$ cat config.mk
export PLATFORM = sky130hd
export DESIGN_NAME = hawk_top
export DESIGN_NICKNAME = d
export VERILOG_FILES = /design/src/source/hawk_fsm_pkg.sv /design/src/source/hacd_pkg.sv /design/src/source/hawk_top.sv /design/src/source/hawk_pg_writer.sv /design/src/source/hawk_pgrd_manager.sv /design/src/source/hawk_ctrl_unit.sv
export VERILOG_INCLUDE_DIRS = /design/src /design/src/include
export SDC_FILE = /design/constraint.sdc
export NUM_CORES = 1
export LEC_CHECK = 0
export BUFFER_PORTS_ARGS = -buffer_cell sky130_fd_sc_hd__buf_4
export CAP_MARGIN = 20
export CORE_MARGIN = 10
export CORE_UTILIZATION = 45
export DETAILED_ROUTE_END_ITERATION = 10
export GPL_TIMING_DRIVEN = 0
export SYNTH_ARGS = -nofsm -noshare
export SYNTH_HDL_FRONTEND = slang
export SYNTH_HIERARCHICAL = 1
export SYNTH_SLANG_ARGS = --single-unit
$ cat constraint.sdc
create_clock -name clk_i -period 2.4 [get_ports clk_i]
set_clock_uncertainty 0.05 [all_clocks]
set_input_delay 0.36 -clock clk_i [delete_from_list [all_inputs] [get_ports clk_i]]
set_output_delay 0.36 -clock clk_i [all_outputs]
set_load 0.02 [all_outputs]
$ cat src/include/hawk_macros.svh
// address widths and table size for the page-translation controller
// shared by the packet types and the table storage

`ifndef HAWK_MACROS_SVH
`define HAWK_MACROS_SVH

////////////////////
// page addresses
////////////////////

// host page address, index into the ATT
`define HAWK_HPPA_W 4

// physical page address, also the width of the free-page pointer
`define HAWK_PPA_W 4

// ATT depth, equal to the number of free pages, so allocation never runs dry
`define HAWK_ATT_ENTRIES 16

`endif
$ cat src/source/hawk_fsm_pkg.sv
// state encodings for the control unit, page read manager and page writer

package hawk_fsm_pkg;

    // control unit, init wait then alternating read and write priority
    typedef enum logic [2:0] {
        IDLE,
        CHK_RD_ACTIVE,
        CHK_WR_ACTIVE,
        RD_LOOKUP_ALLOCATE,
        WR_LOOKUP_ALLOCATE,
        RD_TBL_UPDATE,
        WR_TBL_UPDATE
    } ctrl_state_e;

    // read manager, one lookup in flight
    typedef enum logic [1:0] {PGRD_IDLE, PGRD_LOOKUP, PGRD_WAIT_DROP} pgrd_state_e;

    // page writer operations, init sequence first
    typedef enum logic [1:0] {WR_INIT_ATT, WR_INIT_LIST, WR_IDLE, WR_UPDATE} wr_op_e;

endpackage

$ cat src/source/hacd_pkg.sv
// packet types exchanged between the CPU side, control unit,
// page read manager and page writer

`include "hawk_macros.svh"

package hacd_pkg;

    ////////////////////
    // cpu side
    ////////////////////

    // read or write request, held as a level until granted
    typedef struct packed {
        logic                    valid;
        logic [`HAWK_HPPA_W-1:0] hppa;
    } cpu_reqpkt_t;

    // one-cycle grant back to the cpu side
    typedef struct packed {
        logic                   allow_access;
        logic [`HAWK_PPA_W-1:0] ppa;
    } hawk_cpu_ovrd_pkt_t;

    ////////////////////
    // lookup path
    ////////////////////

    // lookup level, held by the control unit until serviced
    typedef struct packed {
        logic                    lookup;
        logic [`HAWK_HPPA_W-1:0] hppa;
    } att_lkup_reqpkt_t;

    // hit result, one-cycle pulse
    typedef struct packed {
        logic                   allow_access;
        logic [`HAWK_PPA_W-1:0] ppa;
    } trnsl_reqpkt_t;

    // one ATT entry, way is the mapped ppa
    typedef struct packed {
        logic                   valid;
        logic [`HAWK_PPA_W-1:0] way;
    } att_entry_t;

    // miss with allocation, one-cycle pulse to the writer
    typedef struct packed {
        logic                    tbl_update;
        logic [`HAWK_HPPA_W-1:0] hppa;
        att_entry_t              lstEntry;
    } tol_updpkt_t;

endpackage

$ cat src/source/hawk_top.sv
// top level of the page-translation controller
// control unit, page read manager and page writer

`timescale 1ns/1ps

`include "hawk_macros.svh"

module hawk_top (
    input  logic                         clk_i,
    input  logic                         rst_ni,
    input  hacd_pkg::cpu_reqpkt_t        cpu_rd_reqpkt,
    input  hacd_pkg::cpu_reqpkt_t        cpu_wr_reqpkt,
    output hacd_pkg::hawk_cpu_ovrd_pkt_t hawk_cpu_ovrd_rdpkt,
    output hacd_pkg::hawk_cpu_ovrd_pkt_t hawk_cpu_ovrd_wrpkt,
    output logic                         init_busy
);

    hacd_pkg::att_lkup_reqpkt_t lkup_reqpkt;
    hacd_pkg::trnsl_reqpkt_t    trnsl_reqpkt;
    hacd_pkg::tol_updpkt_t      tol_updpkt;
    hacd_pkg::att_entry_t       att_rd_entry;
    logic [`HAWK_HPPA_W-1:0]    att_rd_hppa;
    logic [`HAWK_PPA_W-1:0]     free_way;
    logic                       pgrd_mngr_ready;
    logic                       init_att, init_list;
    logic                       init_att_done, init_list_done, tbl_update_done;

    // busy through both init phases
    assign init_busy = init_att | init_list;

    hawk_ctrl_unit u_ctrl (
        .clk_i, .rst_ni, .init_att_done, .init_list_done, .tbl_update_done,
        .pgrd_mngr_ready, .trnsl_reqpkt, .tol_updpkt, .lkup_reqpkt,
        .cpu_rd_reqpkt, .cpu_wr_reqpkt, .init_att, .init_list,
        .hawk_cpu_ovrd_rdpkt, .hawk_cpu_ovrd_wrpkt
    );

    hawk_pgrd_manager u_pgrd (
        .clk_i, .rst_ni, .lkup_reqpkt, .att_rd_hppa, .att_rd_entry, .free_way,
        .pgrd_mngr_ready, .trnsl_reqpkt, .tol_updpkt
    );

    hawk_pg_writer u_writer (
        .clk_i, .rst_ni, .init_att, .init_list, .tol_updpkt, .att_rd_hppa,
        .att_rd_entry, .free_way, .init_att_done, .init_list_done, .tbl_update_done
    );

endmodule

$ cat src/source/hawk_pg_writer.sv
// page writer: ATT storage, free-page pointer, table clear and
// free list reset after reset, table updates on allocation

`timescale 1ns/1ps

`include "hawk_macros.svh"

module hawk_pg_writer (
    input  logic                    clk_i,
    input  logic                    rst_ni,
    input  logic                    init_att,
    input  logic                    init_list,
    input  hacd_pkg::tol_updpkt_t   tol_updpkt,
    // combinational read port for the read manager
    input  logic [`HAWK_HPPA_W-1:0] att_rd_hppa,
    output hacd_pkg::att_entry_t    att_rd_entry,
    output logic [`HAWK_PPA_W-1:0]  free_way,
    output logic                    init_att_done,
    output logic                    init_list_done,
    output logic                    tbl_update_done
);

    localparam logic [`HAWK_HPPA_W-1:0] last_idx = `HAWK_HPPA_W'(`HAWK_ATT_ENTRIES - 1);

    hawk_fsm_pkg::wr_op_e    wr_state_q;
    hacd_pkg::att_entry_t    att_mem [`HAWK_ATT_ENTRIES];
    logic [`HAWK_HPPA_W-1:0] clr_idx_q;
    logic [`HAWK_PPA_W-1:0]  free_ptr_q;
    logic                    att_we;
    logic [`HAWK_HPPA_W-1:0] att_wr_idx;
    hacd_pkg::att_entry_t    att_wr_entry;

    assign att_rd_entry    = att_mem[att_rd_hppa];
    assign free_way        = free_ptr_q;
    // done one cycle after the entry is written
    assign tbl_update_done = (wr_state_q == hawk_fsm_pkg::WR_UPDATE);

    ////////////////////
    // table write port
    ////////////////////

    // clear writes an invalid entry, an update writes the allocated one
    always_comb begin
        att_we       = 1'b0;
        att_wr_idx   = clr_idx_q;
        att_wr_entry = '0;
        if (wr_state_q == hawk_fsm_pkg::WR_INIT_ATT) begin
            att_we = init_att;
        end else if (wr_state_q == hawk_fsm_pkg::WR_IDLE && tol_updpkt.tbl_update) begin
            att_we       = 1'b1;
            att_wr_idx   = tol_updpkt.hppa;
            att_wr_entry = tol_updpkt.lstEntry;
        end
    end

    always_ff @(posedge clk_i) begin
        if (att_we) begin
            att_mem[att_wr_idx] <= att_wr_entry;
        end
    end

    ////////////////////
    // operation sequence
    ////////////////////

    always_ff @(posedge clk_i or negedge rst_ni) begin
        if (!rst_ni) begin
            wr_state_q     <= hawk_fsm_pkg::WR_INIT_ATT;
            clr_idx_q      <= '0;
            free_ptr_q     <= '0;
            init_att_done  <= 1'b0;
            init_list_done <= 1'b0;
        end else begin
            init_att_done  <= 1'b0;
            init_list_done <= 1'b0;
            case (wr_state_q)
                hawk_fsm_pkg::WR_INIT_ATT: begin
                    // one entry per cycle
                    if (init_att) begin
                        clr_idx_q <= clr_idx_q + 1'b1;
                        if (clr_idx_q == last_idx) begin
                            init_att_done <= 1'b1;
                            wr_state_q    <= hawk_fsm_pkg::WR_INIT_LIST;
                        end
                    end
                end
                hawk_fsm_pkg::WR_INIT_LIST: begin
                    if (init_list) begin
                        free_ptr_q     <= '0;
                        init_list_done <= 1'b1;
                        wr_state_q     <= hawk_fsm_pkg::WR_IDLE;
                    end
                end
                hawk_fsm_pkg::WR_IDLE: begin
                    // pointer wraps, depth equals the number of pages
                    if (tol_updpkt.tbl_update) begin
                        free_ptr_q <= free_ptr_q + 1'b1;
                        wr_state_q <= hawk_fsm_pkg::WR_UPDATE;
                    end
                end
                default: wr_state_q <= hawk_fsm_pkg::WR_IDLE;
            endcase
        end
    end

endmodule

$ cat src/source/hawk_pgrd_manager.sv
// page read manager: ATT lookup for the latched hppa, hit result
// or free-page allocation request on a miss

`timescale 1ns/1ps

`include "hawk_macros.svh"

module hawk_pgrd_manager (
    input  logic                       clk_i,
    input  logic                       rst_ni,
    // lookup level from the control unit
    input  hacd_pkg::att_lkup_reqpkt_t lkup_reqpkt,
    // table read port in the page writer
    output logic [`HAWK_HPPA_W-1:0]    att_rd_hppa,
    input  hacd_pkg::att_entry_t       att_rd_entry,
    input  logic [`HAWK_PPA_W-1:0]     free_way,
    // status and results
    output logic                       pgrd_mngr_ready,
    output hacd_pkg::trnsl_reqpkt_t    trnsl_reqpkt,
    output hacd_pkg::tol_updpkt_t      tol_updpkt
);

    hawk_fsm_pkg::pgrd_state_e pgrd_state_q;

    // lookup hppa is held by the control unit while the lookup is up
    assign att_rd_hppa = lkup_reqpkt.hppa;

    // busy from the sampling edge until the lookup level falls
    assign pgrd_mngr_ready = (pgrd_state_q == hawk_fsm_pkg::PGRD_IDLE);

    ////////////////////
    // lookup sequence
    ////////////////////

    always_ff @(posedge clk_i or negedge rst_ni) begin
        if (!rst_ni) begin
            pgrd_state_q <= hawk_fsm_pkg::PGRD_IDLE;
            trnsl_reqpkt <= '0;
            tol_updpkt   <= '0;
        end else begin
            // both results are single-cycle pulses
            trnsl_reqpkt.allow_access <= 1'b0;
            tol_updpkt.tbl_update     <= 1'b0;

            case (pgrd_state_q)
                hawk_fsm_pkg::PGRD_IDLE: begin
                    // sample a new lookup
                    if (lkup_reqpkt.lookup) begin
                        pgrd_state_q <= hawk_fsm_pkg::PGRD_LOOKUP;
                    end
                end
                hawk_fsm_pkg::PGRD_LOOKUP: begin
                    if (att_rd_entry.valid) begin
                        // hit, hand back the mapped page
                        trnsl_reqpkt.allow_access <= 1'b1;
                        trnsl_reqpkt.ppa          <= att_rd_entry.way;
                    end else begin
                        // miss, take the next free page for this hppa
                        tol_updpkt.tbl_update     <= 1'b1;
                        tol_updpkt.hppa           <= lkup_reqpkt.hppa;
                        tol_updpkt.lstEntry.valid <= 1'b1;
                        tol_updpkt.lstEntry.way   <= free_way;
                    end
                    pgrd_state_q <= hawk_fsm_pkg::PGRD_WAIT_DROP;
                end
                hawk_fsm_pkg::PGRD_WAIT_DROP: begin
                    // the same lookup must not be serviced twice
                    if (!lkup_reqpkt.lookup) begin
                        pgrd_state_q <= hawk_fsm_pkg::PGRD_IDLE;
                    end
                end
                default: pgrd_state_q <= hawk_fsm_pkg::PGRD_IDLE;
            endcase
        end
    end

endmodule

$ cat src/source/hawk_ctrl_unit.sv
// control unit: init sequencing, read/write arbitration with alternating
// priority, lookup request latching and registered cpu grants

`timescale 1ns/1ps

module hawk_ctrl_unit (
    input  logic                         clk_i,
    input  logic                         rst_ni,
    // page writer status
    input  logic                         init_att_done,
    input  logic                         init_list_done,
    input  logic                         tbl_update_done,
    // page read manager
    input  logic                         pgrd_mngr_ready,
    input  hacd_pkg::trnsl_reqpkt_t      trnsl_reqpkt,
    input  hacd_pkg::tol_updpkt_t        tol_updpkt,
    output hacd_pkg::att_lkup_reqpkt_t   lkup_reqpkt,
    // cpu requests
    input  hacd_pkg::cpu_reqpkt_t        cpu_rd_reqpkt,
    input  hacd_pkg::cpu_reqpkt_t        cpu_wr_reqpkt,
    // init control to the page writer
    output logic                         init_att,
    output logic                         init_list,
    // grants to the cpu side
    output hacd_pkg::hawk_cpu_ovrd_pkt_t hawk_cpu_ovrd_rdpkt,
    output hacd_pkg::hawk_cpu_ovrd_pkt_t hawk_cpu_ovrd_wrpkt
);

    hawk_fsm_pkg::ctrl_state_e    state_q, state_d;
    hacd_pkg::att_lkup_reqpkt_t   lkup_d;
    hacd_pkg::hawk_cpu_ovrd_pkt_t rd_ovrd_d, wr_ovrd_d;
    logic                         init_att_d, init_list_d;
    logic                         rd_pend, wr_pend, pick_rd;

    // a request is pending only once its previous grant pulse is gone
    assign rd_pend = cpu_rd_reqpkt.valid && !hawk_cpu_ovrd_rdpkt.allow_access;
    assign wr_pend = cpu_wr_reqpkt.valid && !hawk_cpu_ovrd_wrpkt.allow_access;

    // read wins in CHK_RD_ACTIVE, write wins in CHK_WR_ACTIVE
    assign pick_rd = (state_q == hawk_fsm_pkg::CHK_RD_ACTIVE) ? rd_pend : (rd_pend && !wr_pend);

    ////////////////////
    // next state
    ////////////////////

    always_comb begin
        state_d     = state_q;
        init_att_d  = init_att;
        init_list_d = init_list;
        // lookup stays latched until serviced
        lkup_d      = lkup_reqpkt;
        // grant ppa holds, allow_access is a pulse
        rd_ovrd_d   = hawk_cpu_ovrd_rdpkt;
        wr_ovrd_d   = hawk_cpu_ovrd_wrpkt;
        rd_ovrd_d.allow_access = 1'b0;
        wr_ovrd_d.allow_access = 1'b0;

        case (state_q)
            hawk_fsm_pkg::IDLE: begin
                // table clear first, then free list reset
                if (init_att_done) begin
                    init_att_d = 1'b0;
                end else if (init_list_done) begin
                    init_list_d = 1'b0;
                    state_d     = hawk_fsm_pkg::CHK_RD_ACTIVE;
                end
            end
            hawk_fsm_pkg::CHK_RD_ACTIVE, hawk_fsm_pkg::CHK_WR_ACTIVE: begin
                if (pgrd_mngr_ready && (rd_pend || wr_pend)) begin
                    lkup_d.lookup = 1'b1;
                    lkup_d.hppa   = pick_rd ? cpu_rd_reqpkt.hppa : cpu_wr_reqpkt.hppa;
                    state_d       = pick_rd ? hawk_fsm_pkg::RD_LOOKUP_ALLOCATE
                                            : hawk_fsm_pkg::WR_LOOKUP_ALLOCATE;
                end
            end
            hawk_fsm_pkg::RD_LOOKUP_ALLOCATE: begin
                if (trnsl_reqpkt.allow_access) begin
                    // hit, grant with the stored ppa
                    rd_ovrd_d.allow_access = 1'b1;
                    rd_ovrd_d.ppa          = trnsl_reqpkt.ppa;
                    lkup_d                 = '0;
                    state_d                = hawk_fsm_pkg::CHK_WR_ACTIVE;
                end else if (tol_updpkt.tbl_update) begin
                    // miss, keep the new page until the table is written
                    rd_ovrd_d.ppa = tol_updpkt.lstEntry.way;
                    state_d       = hawk_fsm_pkg::RD_TBL_UPDATE;
                end
            end
            hawk_fsm_pkg::WR_LOOKUP_ALLOCATE: begin
                if (trnsl_reqpkt.allow_access) begin
                    wr_ovrd_d.allow_access = 1'b1;
                    wr_ovrd_d.ppa          = trnsl_reqpkt.ppa;
                    lkup_d                 = '0;
                    state_d                = hawk_fsm_pkg::CHK_RD_ACTIVE;
                end else if (tol_updpkt.tbl_update) begin
                    wr_ovrd_d.ppa = tol_updpkt.lstEntry.way;
                    state_d       = hawk_fsm_pkg::WR_TBL_UPDATE;
                end
            end
            hawk_fsm_pkg::RD_TBL_UPDATE: begin
                if (tbl_update_done) begin
                    rd_ovrd_d.allow_access = 1'b1;
                    lkup_d                 = '0;
                    state_d                = hawk_fsm_pkg::CHK_WR_ACTIVE;
                end
            end
            hawk_fsm_pkg::WR_TBL_UPDATE: begin
                if (tbl_update_done) begin
                    wr_ovrd_d.allow_access = 1'b1;
                    lkup_d                 = '0;
                    state_d                = hawk_fsm_pkg::CHK_RD_ACTIVE;
                end
            end
            default: state_d = hawk_fsm_pkg::IDLE;
        endcase
    end

    ////////////////////
    // registers
    ////////////////////

    always_ff @(posedge clk_i or negedge rst_ni) begin
        if (!rst_ni) begin
            state_q             <= hawk_fsm_pkg::IDLE;
            lkup_reqpkt         <= '0;
            hawk_cpu_ovrd_rdpkt <= '0;
            hawk_cpu_ovrd_wrpkt <= '0;
            // init sequence starts straight out of reset
            init_att            <= 1'b1;
            init_list           <= 1'b1;
        end else begin
            state_q             <= state_d;
            lkup_reqpkt         <= lkup_d;
            hawk_cpu_ovrd_rdpkt <= rd_ovrd_d;
            hawk_cpu_ovrd_wrpkt <= wr_ovrd_d;
            init_att            <= init_att_d;
            init_list           <= init_list_d;
        end
    end

endmodule

After elaboration in Yosys (flattened, before gate mapping) --
Memories as Yosys holds them, arrays and structs flattened. Cells that the tools add are included.
Storage, ports and cells: bits in writable memories 80, memories 1, output and inout bits 11, register bits after elaboration 49, input bits 12, logic and storage cells 135
Memory list:
- u_writer.att_mem | words 16, bits a word 5, rd ports 1, clocked after Yosys merged registers in 0, wr ports 1, RTL line hawk_pg_writer.sv:26 | hacd_pkg::att_entry_t att_mem [`HAWK_ATT_ENTRIES];
Operators by class: add/sub/neg operators 2, eq/ne operators 27, reduce and logical (&&, ||, !) cells 30, bitwise gates (word level) 3, mux-type cells 51
Operators with widths (number):
- $mux 5 | 7
- $mux 3 | 10
- $mux 4 | 7
- $mux 10 | 2
- $ne 2x2->1 const B | 9
- $pmux 3 s6 | 1
- $pmux 5 s3 | 1
- $reduce_and 2->1 | 7
- $mux 1 | 12
- $mux 2 | 6
- $pmux 2 s3 | 2
- $eq 3x3->1 const B | 3
- $add 4x1->4 const B | 2
- $ne 2x1->1 const B | 4
- $pmux 4 s2 | 1
- $reduce_and 4->1 | 2
- $reduce_and 7->1 | 1
- $eq 2x2->1 const B | 3
- $eq 3x2->1 const B | 2
- $ne 3x1->1 const B | 2
- $reduce_and 3->1 | 2
- $reduce_or 2->1 | 3
- $logic_and 1x1->1 | 5
- $eq 2x1->1 const B | 2
- 11 further kinds | 17

Logic depth before layout (Yosys ltp) --
Gate-level depths: netlist (run 1).
depth in word-level cells 8, gate-level depth with buffers 8, gate-level depth less buffers 5

Cells and area by module --
The synthesis (run 1) kept the hierarchy.
Modules (own cells, without submodules):
- hawk_pg_writer | area an instance 3759.9 um2, sequential area each 2702.6 um2, cells an instance 209, times used 1
- hawk_ctrl_unit | area an instance 1159.9 um2, sequential area each 503.0 um2, cells an instance 115, times used 1
- hawk_pgrd_manager | area an instance 655.6 um2, sequential area each 425.4 um2, cells an instance 42, times used 1
- hawk_top | area an instance 6.3 um2, sequential area each 0.0 um2, cells an instance 1, times used 1

Least setup slack after synthesis (run 1) --
Ideal clock, no wire load.
path kind flip-flop to flip-flop, start register u_ctrl/lkup_reqpkt[0] (netlist name), end register u_pgrd/tol_updpkt[0] (netlist name), setup time 0.125 ns, buffers on the path 3, cell stages (with the launch flop) 9, clock period less this slack 2.379 ns, data required time 2.225 ns, arrival time 2.204 ns, slack 0.021 ns, path through dfrtp_1 -> buf_4 -> buf_2 -> mux4_2 -> a22oi_1 -> nand3_1 -> nor3b_2 -> buf_6 -> mux2_2

==> results.ini, run 1 <==
[run_status]
status = finished, violations left
violations = negative setup slack

[cts]
cts_tree = built
cts.clk_slew.worst_paths_ps = 50
cts_root_buffer = clkbuf_16
clock-sinks = 129
cts_buffers = 17
cts.path.max_buffers = 2
clk_latency_ps = 410
htree_levels = 4

[critical_path]
r2r_cells = 8
worst-setup-path-type = flop to flop
cp_num_cells = 8
critPathMostFrequentCell = buf_6
worstPathArrival_ps = 2720
critPathLaunchType = flop
cp.required_ps = 2640
path_max_fanout = 5
crit_chain = buf_6 -> buf_12 -> mux4_2 -> a22oi_2 -> nand3_2 -> nor3b_4 -> buf_6 -> mux2_4
path_buf_inv = 3
critical_path.endpoint_type = flop
crit_slowest_cell = mux4_2
critPathTopFamily = multiplexers
cpPeakStageDelay_ps = 510

[detailed_routing]
first_iter_violations = 202
vias_per_cell = 5.452
wire_per_inst_um = 18.97
wl_um = 11320
dr.pass1.iters = 4
drc = 0
antenna_left = 0
vias = 3255

[yosys]
yosysUniqueCellTypes = 61
synth_edf_count = 80
ys_seq_elements = 129
synth_ff_type = edfxtp_1
postSynthAreaPerCell_um2 = 15.21
syn_nets = 381
syn_inst = 367
synth_top_area_share_pct = 43.04
synth.yosys.warnings = 6
synthArstFlopShare_pct = 37.98
yosysTopAreaCell = edfxtp_1
netlist_area_um2 = 5582
seq_area_frac_synth_pct = 65.05
netlist_top_cells_area = edfxtp_1 (43%), dfrtp_1 (21%), mux4_2 (8.1%)

[global_routing]
gr-total-overflow = 0
grt_use_total_pct = 13.56
grt_max_degree = 50
grt_pass1_wl_um = 18340
gr-usage-met1_pct = 17.64
met3_usage_pct = 4.688
grt_antenna_before_repair = 0
top_usage_layer = met2
use_met2_pct = 20.50
grt_pass1_vias = 3355

[layout]
mostFrequentLayoutCells = edfxtp_1 (80), dfrtp_1 (46), buf_4 (29)
n_antenna_cell = 0
synthToLayoutAreaGrowth_pct = 21.36
fin_util_pct = 56.16
drive_gt1_share_pct = 31.93
num-nets-final = 430
layout.cells.most_common = edfxtp_1

[pwr]
p_clk_share_pct = 33.7
power_density_nw_per_um2 = 1053
seqPwrFrac_pct = 38.9
netSwitchingFraction_pct = 29.54
combPwrFrac_pct = 27.4
finalPower_mw = 7.134
power.leakage_nw = 2.290
switchingPower_mw = 2.107
p_int_mw = 5.027
vdd_ir_drop_max_v = 0.0004763

[floorplan]
fp.dieH_um = 131.4
die_area_um2 = 17260
ios = 23
fp.coreArea_um2 = 12060
die_w_um = 131.4
initial_core_util_pct = 46.28
rows = 40

[sta]
setup_viol = 8
final_hold_viol_count = 0
fmax_ghz = 0.4033
slew_viol_final = 0
finalWorstSetupSlack_ps = -79.25
rsz0062_at_grt = yes
fin_crit_ps = 2479
relSlewSlack_pct = 48.19
tightest_slew_ps = 762.0
finalCritPeriodShare_pct = 103.3

[placement]
io_buffers = 22
place.gp.congestion = 0.8270
dp_slack_ps = -418.3
place_hpwl_um = 7634

[run]
cap_viol_max_count = 0

[min_path]
min_path_cells = 3
hp-class = input port to flop

-- per-stage QoR --
step / hold slack [ps] / std cells / area (um^2) / setup TNS (ps)
floorplan: 14.41 / 367 / 5582 / 0
global placement: 371.8 / 557 / 5957 / -7063
detailed placement: 372.6 / 557 / 5957 / -8618
CTS: 177.5 / 595 / 6671 / -2389
global route: 237.3 / 597 / 6774 / -1031
finish: 193.1 / 597 / 6774 / -560.8
-- synthesized netlist by cell type (all sizes together) (5+ instances only) --
cell / count
dfrtp: 47
a21oi: 17
mux4: 20
nor2b: 8
mux2: 15
nand3: 12
nor2: 17
edfxtp: 80
inv: 11
nand2: 10
mux2i: 14
nor3: 18
o21ai: 6
buf: 14
and2: 8
a22oi: 5
-- power by group through the flow --
stage               Clock, mW  Sequential [mW]  Combinational [mW]
global route             2.55             2.82                2.14
finish                   2.40             2.78                1.95
floorplan                   0             2.83                1.28
detailed placement          0             2.82                1.78
global placement            0             2.81                1.76
CTS                      2.45             2.78                1.94
-- worst reg2reg max path: stages (launching register included) --
cell	delay [ps]
dfrtp_2	400
buf_6	130
buf_12	110
mux4_2	520
a22oi_2	220
nand3_2	150
nor3b_4	290
buf_6	190
mux2_4	300
-- logic make-up (layout without fill, tap and decap cells) --
kind of cell               count (synthesis)  count (layout)  share of synthesized area (%)
buffers and inverters                     28              90                          2.824
adders and majority gates                  2               2                         0.4483
DFF                                      129             129                          65.05
xor gates and xnor gates                   4               4                         0.7623
muxes                                     49              49                          13.74
and+or+nand+nor                           97              97                          9.841
AOI/OAI and AO/OA                         58              58                          7.330
-- flip-flops by register name, indices dropped and copies added, names as in the netlist --
| signal | count |
|---|---|
| u_ctrl/hawk_cpu_ovrd_rdpkt | 5 |
| u_ctrl/hawk_cpu_ovrd_wrpkt | 5 |
| u_ctrl/init_att | 1 |
| u_ctrl/init_list | 1 |
| u_ctrl/lkup_reqpkt | 5 |
| u_ctrl/state_q | 3 |
| u_pgrd/pgrd_state_q | 2 |
| u_pgrd/tol_updpkt | 10 |
| u_pgrd/trnsl_reqpkt | 5 |
| u_writer/att_mem | 80 |
| u_writer/clr_idx_q | 4 |
| u_writer/free_way | 4 |
| u_writer/init_att_done | 1 |
| u_writer/init_list_done | 1 |
| u_writer/wr_state_q | 2 |
-- final timing paths --
| path | startpoint | end | slack (ps) |
|---|---|---|---|
| worst max-delay path | u_ctrl/lkup_reqpkt[0]$_DFFE_PN0P_ | u_pgrd/tol_updpkt[8]$_DFFE_PN0P_ | -80 |
| worst min-delay path | cpu_rd_reqpkt[0] | u_ctrl/lkup_reqpkt[0]$_DFFE_PN0P_ | 190 |
| worst max register to register | u_ctrl/lkup_reqpkt[0]$_DFFE_PN0P_ | u_pgrd/tol_updpkt[8]$_DFFE_PN0P_ | -80 |
| worst min register to register | u_writer/init_att_done$_DFF_PN0_ | u_ctrl/init_att$_DFFE_PN1P_ | 370 |
| max in group asynchronous | rst_ni | u_ctrl/lkup_reqpkt[0]$_DFFE_PN0P_ | 1390 |
| min in group asynchronous | rst_ni | u_ctrl/hawk_cpu_ovrd_wrpkt[4]$_DFF_PN0_ | 450 |
-- timing repair --
item,CTS,global route
setup endpoints to repair,65,78
pin swaps,3,0
hold endpoints to repair,47,0
resized for setup,29,18
gates cloned,1,0
setup buffers,4,2
hold buffers,1,0
-- layer usage --
| layer | part of all wire, % | up-vias | routed length (um) |
|---|---|---|---|
| met4 | 0.80 | 0 | 91 |
| li1 | - | 1526 | - |
| met2 | 48 | 62 | 5481 |
| met1 | 46 | 1660 | 5220 |
| met3 | 4.7 | 7 | 531 |
| met5 | 0 | - | 0 |
-- layout make-up --
type	count	area (um^2)
buffer	17	150.1
clock buffer	23	478.0
clock inverter	9	83.83
fill	947	5288
inverter	11	41.29
multi-input combinational	210	1936
sequential	129	3632
tap	168	210.2
timing repair buffer	30	242.7
Power figures use the tool's default switching activity.
==> run 2, diff against run 1 <==
- ABC_AREA: default -> 1
==> run 2 against run 1 <==
  * The flow now finishes without violations
  * Fmax up 15%
  * Final cell count up 51%
  * Highest routed layer unchanged
  * Synthesized cell count up 82%
  * Sequential power down 16%
==> results.ini, run 2 <==
[layout]
synthToLayoutAreaGrowth_pct = 17.03  ; was 21.36%
mostFrequentLayoutCells = nand2_1 (210), inv_1 (94), nand3_1 (86)  ; was edfxtp_1 (80), dfrtp_1 (46), buf_4 (29)
fillers = 1201  ; was 947
n_antenna_cell = 0  ; unchanged
multiInputGateArea_um2 = 1959  ; was 1936 um^2
layout.cells.most_common = nand2_1  ; was edfxtp_1
instances_no_fill = 902  ; was 597
reg_top3 = u_writer/att_mem (80), u_pgrd/tol_updpkt (10)  ; unchanged
num-nets-final = 727  ; was 430
drive_gt1_share_pct = 16.12  ; was 31.93%
seq_area_um2 = 3631  ; was 3632 um^2
largest_reg_flops = 80  ; unchanged
top_register = u_writer/att_mem  ; unchanged

[cts]
cts_tree = built  ; unchanged
clock-sinks = 129  ; unchanged
htree_levels = 4  ; unchanged
cts.path.max_buffers = 2  ; unchanged
clk_latency_ps = 410  ; about the same
post_cts_buffers = 0  ; was 4
cts_buffers = 17  ; unchanged
cts_root_buffer = clkbuf_16  ; unchanged
cts.clk_slew.worst_paths_ps = 60  ; was 50 ps

[detailed_routing]
antenna_left = 0  ; unchanged
vias = 4405  ; was 3255
wire_per_inst_um = 14.87  ; was 18.97 um
vias_per_cell = 4.884  ; was 5.452
wl_um = 13420  ; was 11320 um
drc = 0  ; unchanged
first_iter_violations = 394  ; was 202
dr.pass1.iters = 6  ; was 4

[pwr]
seqPwrFrac_pct = 47.8  ; was 38.9%
p_clk_share_pct = 51.3  ; was 33.7%
vdd_ir_drop_max_v = 0.0003747  ; was 0.0004763 V
power_density_nw_per_um2 = 683.1  ; was 1053 nW/um^2
finalPower_mw = 4.899  ; was 7.134 mW
netSwitchingFraction_pct = 20.43  ; was 29.54%
p_int_mw = 3.898  ; was 5.027 mW
power.leakage_nw = 3.346  ; was 2.290 nW
switchingPower_mw = 1.001  ; was 2.107 mW
combPwrFrac_pct = 0.9  ; was 27.4%

[placement]
io_buffers = 22  ; unchanged
dp_cells = 870  ; was 557
place.gp.congestion = 0.9404  ; was 0.8270
place_hpwl_um = 10040  ; was 7634 um

[critical_path]
path_buf_inv = 3  ; unchanged
worstReg2RegEnd = u_pgrd/trnsl_reqpkt[1]$_DFFE_PN0P_  ; was u_pgrd/tol_updpkt[8]$_DFFE_PN0P_
worstPathArrival_ps = 2400  ; was 2720 ps
path_max_fanout = 10  ; was 5
worst-setup-path-type = flop to flop  ; unchanged
critPathLaunchType = flop  ; unchanged
crit_chain = buf_4 -> inv_1 -> clkbuf_1 -> nand3_1 -> nand3_1 -> nand3_1 -> nand2_2 -> nand3_1 -> nand2_1 -> nand2_1  ; was buf_6 -> buf_12 -> mux4_2 -> a22oi_2 -> nand3_2 -> nor3b_4 -> buf_6 -> mux2_4
cp.required_ps = 2650  ; was 2640 ps
crit_slowest_cell = dfrtp_1  ; was mux4_2
r2r_slack_ps = 250  ; was -80 ps
critical_path.endpoint_type = flop  ; unchanged
critPathTopFamily = simple AND/OR/NAND/NOR gates  ; was multiplexers
critPathMostFrequentCell = nand3_1  ; was buf_6
regToRegStartpoint = u_ctrl/lkup_reqpkt[1]$_DFFE_PN0P_  ; was u_ctrl/lkup_reqpkt[0]$_DFFE_PN0P_
r2r_cells = 10  ; was 8
cpPeakStageDelay_ps = 420  ; was 510 ps

[global_routing]
grt_antenna_before_repair = 0  ; unchanged
grt_pass1_vias = 4415  ; was 3355
grt_pass1_wl_um = 22220  ; was 18340 um
gr-total-overflow = 0  ; unchanged
grt_use_total_pct = 15.34  ; was 13.56%
grt_max_degree = 50  ; unchanged

[yosys]
synthArstFlopShare_pct = 37.98  ; unchanged
yosysTopAreaCell = edfxtp_1  ; unchanged
synth.yosys.warnings = 6  ; unchanged
yosysUniqueCellTypes = 32  ; was 61
synth_edf_count = 80  ; unchanged
syn_nets = 681  ; was 381
synth_ff_type = edfxtp_1  ; unchanged
seq_area_frac_synth_pct = 59.25  ; was 65.05%
ys_seq_elements = 129  ; unchanged
syn_inst = 667  ; was 367
netlist_area_um2 = 6128  ; was 5582 um^2
synth_top_area_share_pct = 39.20  ; was 43.04%
netlist_top_cells_area = edfxtp_1 (39%), dfrtp_1 (19%), nand2_1 (13%)  ; was edfxtp_1 (43%), dfrtp_1 (21%), mux4_2 (8.1%)
postSynthAreaPerCell_um2 = 9.188  ; was 15.21 um^2
yosysMostFrequentCell = nand2_1  ; was edfxtp_1
synth_commonest_cells = nand2_1 (211), inv_1 (94), nand3_1 (86)  ; was edfxtp_1 (80), dfrtp_1 (47), mux4_2 (20)

[floorplan]
rows = 42  ; was 40
fp.dieH_um = 136.7  ; was 131.4 um
die_w_um = 136.7  ; was 131.4 um
fp.coreArea_um2 = 13300  ; was 12060 um^2
die_area_um2 = 18690  ; was 17260 um^2
initial_core_util_pct = 46.09  ; was 46.28%
ios = 23  ; unchanged

[run_status]
status = completed  ; was finished, violations left

[min_path]
min_from = cpu_wr_reqpkt[3]  ; was cpu_rd_reqpkt[0]
min_path_cells = 5  ; was 3
holdPathEnd = u_ctrl/lkup_reqpkt[3]$_DFFE_PN0P_  ; was u_ctrl/lkup_reqpkt[0]$_DFFE_PN0P_
hp-class = input port to flop  ; unchanged

[sta]
fin_crit_ps = 2151  ; was 2479 ps
slew_viol_final = 0  ; unchanged
finalSetupTns_ps = 0  ; was -560.8 ps
final_hold_viol_count = 0  ; unchanged
finalCritPeriodShare_pct = 89.64  ; was 103.3%
fmax_ghz = 0.4648  ; was 0.4033 GHz
relSlewSlack_pct = 45.68  ; was 48.19%
setup_viol = 0  ; was 8
rsz0062_at_grt = no  ; was yes
tightest_slew_ps = 811.8  ; was 762.0 ps

[run]
cap_viol_max_count = 0  ; unchanged

run 2: area by class of cell:
cell class / count / area share, %
repair buffers: 28 / 3.227
inverters: 103 / 5.426
well taps: 176 / 3.070
clock inverters: 14 / 2.216
plain buffers: 24 / 2.128
flip-flops and latches: 129 / 50.63
clock buffers: 18 / 5.984
multi-input cells: 410 / 27.32
run 2: what timing repair did:
item,4_1_cts,5_1_grt
hold endpoints to repair,47,0
setup endpoints to repair,0,14
resized for setup,0,3
hold buffers,1,0
run 2: power groups by stage:
stage | clock [mW] | combinational (mW) | sequential [mW]
final | 2.52 | 0.0433 | 2.34
after global routing | 2.67 | 0.0494 | 2.34
after CTS | 2.56 | 0.0454 | 2.34
after detailed placement | 0 | 0.0442 | 2.38
after global placement | 0 | 0.0425 | 2.38
after floorplan | 0 | 0.0113 | 2.38
run 2: cells by family (layout without fill, tap and decap cells):
kind of cell	Yosys count	in the layout	share of synthesized area, %
buf+inv	128	187	8.820
xor+xnor	4	4	0.5716
simple gates	380	380	28.71
fa+ha+maj	2	2	0.4083
compound gates	24	24	2.246
flops	129	129	59.25
run 2: worst max-delay path by stage:
| stage | startpoint | endpoint | slack (ps) | depth (start not counted) |
|---|---|---|---|---|
| 2_1_floorplan | u_ctrl/lkup_reqpkt[0]$_DFFE_PN0P_ | u_pgrd/tol_updpkt[0]$_DFFE_PN0P_ | 610 | 13 |
| 3_3_place_gp | u_writer/wr_state_q[0]$_DFFE_PN0P_ | u_writer/att_mem[12][3]$_DFFE_PP_ | -9 | 4 |
| 3_5_place_dp | u_ctrl/lkup_reqpkt[0]$_DFFE_PN0P_ | u_pgrd/tol_updpkt[2]$_DFFE_PN0P_ | 80 | 13 |
| 4_1_cts | u_ctrl/lkup_reqpkt[0]$_DFFE_PN0P_ | u_pgrd/tol_updpkt[2]$_DFFE_PN0P_ | 70 | 13 |
| 5_1_grt | u_ctrl/lkup_reqpkt[1]$_DFFE_PN0P_ | u_pgrd/trnsl_reqpkt[3]$_DFFE_PN0P_ | 10 | 10 |
| 6_report | u_ctrl/lkup_reqpkt[1]$_DFFE_PN0P_ | u_pgrd/trnsl_reqpkt[1]$_DFFE_PN0P_ | 250 | 10 |
run 2: per-stage QoR:
stage	setup WS [ps]	hold WS [ps]	util (%)	cell area, um^2
2_1_floorplan	614.6	14.41	-	6128
3_3_place_gp	-8.929	360.5	48.99	6514
3_5_place_dp	81.14	371.9	49.42	6570
4_1_cts	65.88	212.5	53.91	7168
5_1_grt	10.67	239.6	53.94	7172
6_report	248.6	226.5	53.94	7172
run 2: layer usage:
layer  global-route usage, %  up-vias  wire length [um]
met5                       0        -                 0
met4                   5.858        0               258
met2                   25.66       94              6682
met3                   3.849       17               570
li1                        -     2238                 -
met1                   18.64     2056              5904
run 2: tightest hold or removal path: stages:
cell	delay, ps
buf_4	80
nand2_1	40
nand2_1	50
nand3_1	70
nand2_1	60
==> run 3, diff against run 2 <==
- CORE_MARGIN: 10 -> 4
- GPL_TIMING_DRIVEN: 0 -> default
==> run 3 against run 2 <==
  * Global-route usage increased by 2.4 points
  * Routed wire length decreased by 2.0%
  * Final cell count down 1.9%
  * Register-to-register slack better by 40 ps
  * Critical endpoint is now u_writer/att_mem[10][2]$_DFFE_PP_
  * First-iteration DRC count down 23%
  * Highest routed layer unchanged
  * Sequential share of layout area grew 0.49 points
==> results.ini, run 3 (same netlist as run 2, synthesis figures left out) <==
[detailed_routing]
antenna_left = 0  ; unchanged
vias = 4452  ; was 4405
wl_um = 13140  ; was 13420 um
vias_per_cell = 5.031  ; was 4.884
first_iter_violations = 305  ; was 394
wire_per_inst_um = 14.85  ; was 14.87 um
dr.pass1.iters = 5  ; was 6
drc = 0  ; unchanged

[global_routing]
grt_max_degree = 50  ; unchanged
grt_use_total_pct = 17.76  ; was 15.34%
grt_pass1_wl_um = 21450  ; was 22220 um
gr-total-overflow = 0  ; unchanged
grt_pass1_vias = 4405  ; was 4415
grt_antenna_before_repair = 0  ; unchanged

[layout]
drive_gt1_share_pct = 14.53  ; was 16.12%
mostFrequentLayoutCells = nand2_1 (211), inv_1 (94), nand3_1 (86)  ; was nand2_1 (210), inv_1 (94), nand3_1 (86)
reg_top3 = u_writer/att_mem (80), u_pgrd/tol_updpkt (10)  ; unchanged
layout.cells.most_common = nand2_1  ; unchanged
num-nets-final = 710  ; was 727
instances_no_fill = 885  ; was 902
largest_reg_flops = 80  ; unchanged
synthToLayoutAreaGrowth_pct = 15.90  ; was 17.03%
top_register = u_writer/att_mem  ; unchanged
n_antenna_cell = 0  ; unchanged

[pwr]
power.leakage_nw = 3.299  ; was 3.346 nW
power_density_nw_per_um2 = 709.7  ; was 683.1 nW/um^2
finalPower_mw = 5.041  ; was 4.899 mW
vdd_ir_drop_max_v = 0.0002896  ; was 0.0003747 V

[critical_path]
path_max_fanout = 8  ; was 10
critPathLaunchType = flop  ; unchanged
worstPathArrival_ps = 2110  ; was 2400 ps
cp.required_ps = 2400  ; was 2650 ps
worst-setup-path-type = flop to flop  ; unchanged
critical_path.endpoint_type = flop  ; unchanged

[floorplan]
rows = 42  ; unchanged
ios = 23  ; unchanged
die_w_um = 124.7  ; was 136.7 um
fp.dieH_um = 124.7  ; was 136.7 um
initial_core_util_pct = 46.09  ; unchanged
die_area_um2 = 15550  ; was 18690 um^2
fp.coreArea_um2 = 13300  ; unchanged

[run]
cap_viol_max_count = 0  ; unchanged

[sta]
rsz0062_at_grt = no  ; unchanged
finalSetupTns_ps = 0  ; unchanged
setup_viol = 0  ; unchanged
hold_slack_ps = 249.0  ; was 226.5 ps
finalWorstSetupSlack_ps = 284.5  ; was 248.6 ps
finalCritPeriodShare_pct = 88.14  ; was 89.64%
tightest_slew_ps = 610.1  ; was 811.8 ps
slew_viol_final = 0  ; unchanged
fin_crit_ps = 2115  ; was 2151 ps
fmax_ghz = 0.4727  ; was 0.4648 GHz
final_hold_viol_count = 0  ; unchanged
relSlewSlack_pct = 59.33  ; was 45.68%

[cts]
cts_tree = built  ; unchanged
clock-sinks = 129  ; unchanged
cts.clk_slew.worst_paths_ps = 50  ; was 60 ps
cts_buffers = 17  ; unchanged
cts_root_buffer = clkbuf_16  ; unchanged
htree_levels = 4  ; unchanged
cts.path.max_buffers = 2  ; unchanged
clk_latency_ps = 420  ; was 410 ps

[placement]
dp_slack_ps = 315.1  ; was 81.14 ps
place_hpwl_um = 9200  ; was 10040 um
io_buffers = 22  ; unchanged
place.gp.congestion = 0.8503  ; was 0.9404
dp_cells = 852  ; was 870

[run_status]
status = completed  ; unchanged

[min_path]
hp-class = input port to flop  ; unchanged

[run 3: changes by cell type in the layout (fill, tap and decap cells not counted), sizes merged]
| cell | previous run | this run |
|---|---|---|
| buf | 45 | 34 |
| clkbuf | 24 | 17 |
| bufinv | 2 | 4 |
| inv | 103 | 101 |
| clkinvlp | 4 | 5 |
[run 3: path summary, 6_finish.rpt]
path | startpoint | to | slack (ps) | cells after the start
setup reg to reg | u_writer/wr_state_q[0]$_DFFE_PN0P_ | u_writer/att_mem[10][2]$_DFFE_PP_ | 280 | 7
max in group asynchronous | rst_ni | u_writer/clr_idx_q[0]$_DFFE_PN0P_ | 1440 | 2
hold / removal | cpu_wr_reqpkt[3] | u_ctrl/lkup_reqpkt[3]$_DFFE_PN0P_ | 250 | 5
min in group asynchronous | rst_ni | u_ctrl/state_q[0]$_DFFE_PN0P_ | 450 | 2
setup / recovery | u_writer/wr_state_q[0]$_DFFE_PN0P_ | u_writer/att_mem[10][2]$_DFFE_PP_ | 280 | 7
hold reg to reg | u_pgrd/pgrd_state_q[1]$_DFFE_PN0P_ | u_pgrd/pgrd_state_q[0]$_DFFE_PN0P_ | 420 | 1
[run 3: through the flow]
stage | instance area, um^2 | utilization [%]
floorplan | 6128 | -
global placement | 6475 | 48.70
detailed placement | 6475 | 48.70
CTS | 7103 | 53.43
global route | 7103 | 53.43
finish | 7103 | 53.43
[run 3: where the power goes]
group,internal [mW],switching (mW),leakage [nW]
sequential,2.34,0,1.22
clock,1.72,0.932,0.286
combinational,0.0167,0.0267,1.79
[run 3: metal layers]
layer / part of all wire (%) / global-route usage, % / vias up
met3: 4.9 / 4.074 / 24
met4: 2.2 / 7.737 / 0
met2: 50 / 29.87 / 90
met5: 0 / 0 / -
met1: 43 / 21.90 / 2138
li1: - / - / 2200
[run 3: critical path: stages (launching register included)]
cell and delay (ps):
dfrtp_1 460, inv_2 90, nand2_1 60, nor2_2 250
nand2_1 90, o21ai_1 120, nand2_1 130, nor2_1 490
[run 3: area by class of cell]
type	count	area [um^2]
well taps	176	220.2
clock inverters	15	192.7
flip-flops and latches	129	3631
repair buffers	35	290.3
multi-input cells	410	1957
clock buffers	17	425.4
inverters	103	386.6
fillers	1209	6192
[run 3: repair_timing]
item / 4_1_cts / 5_1_grt
buffers inserted: 0 / 0
resized for setup: 0 / 0
endpoints found under the hold margin: 47 / 0
endpoints found under the setup margin: 0 / 0
hold buffers: 1 / 0
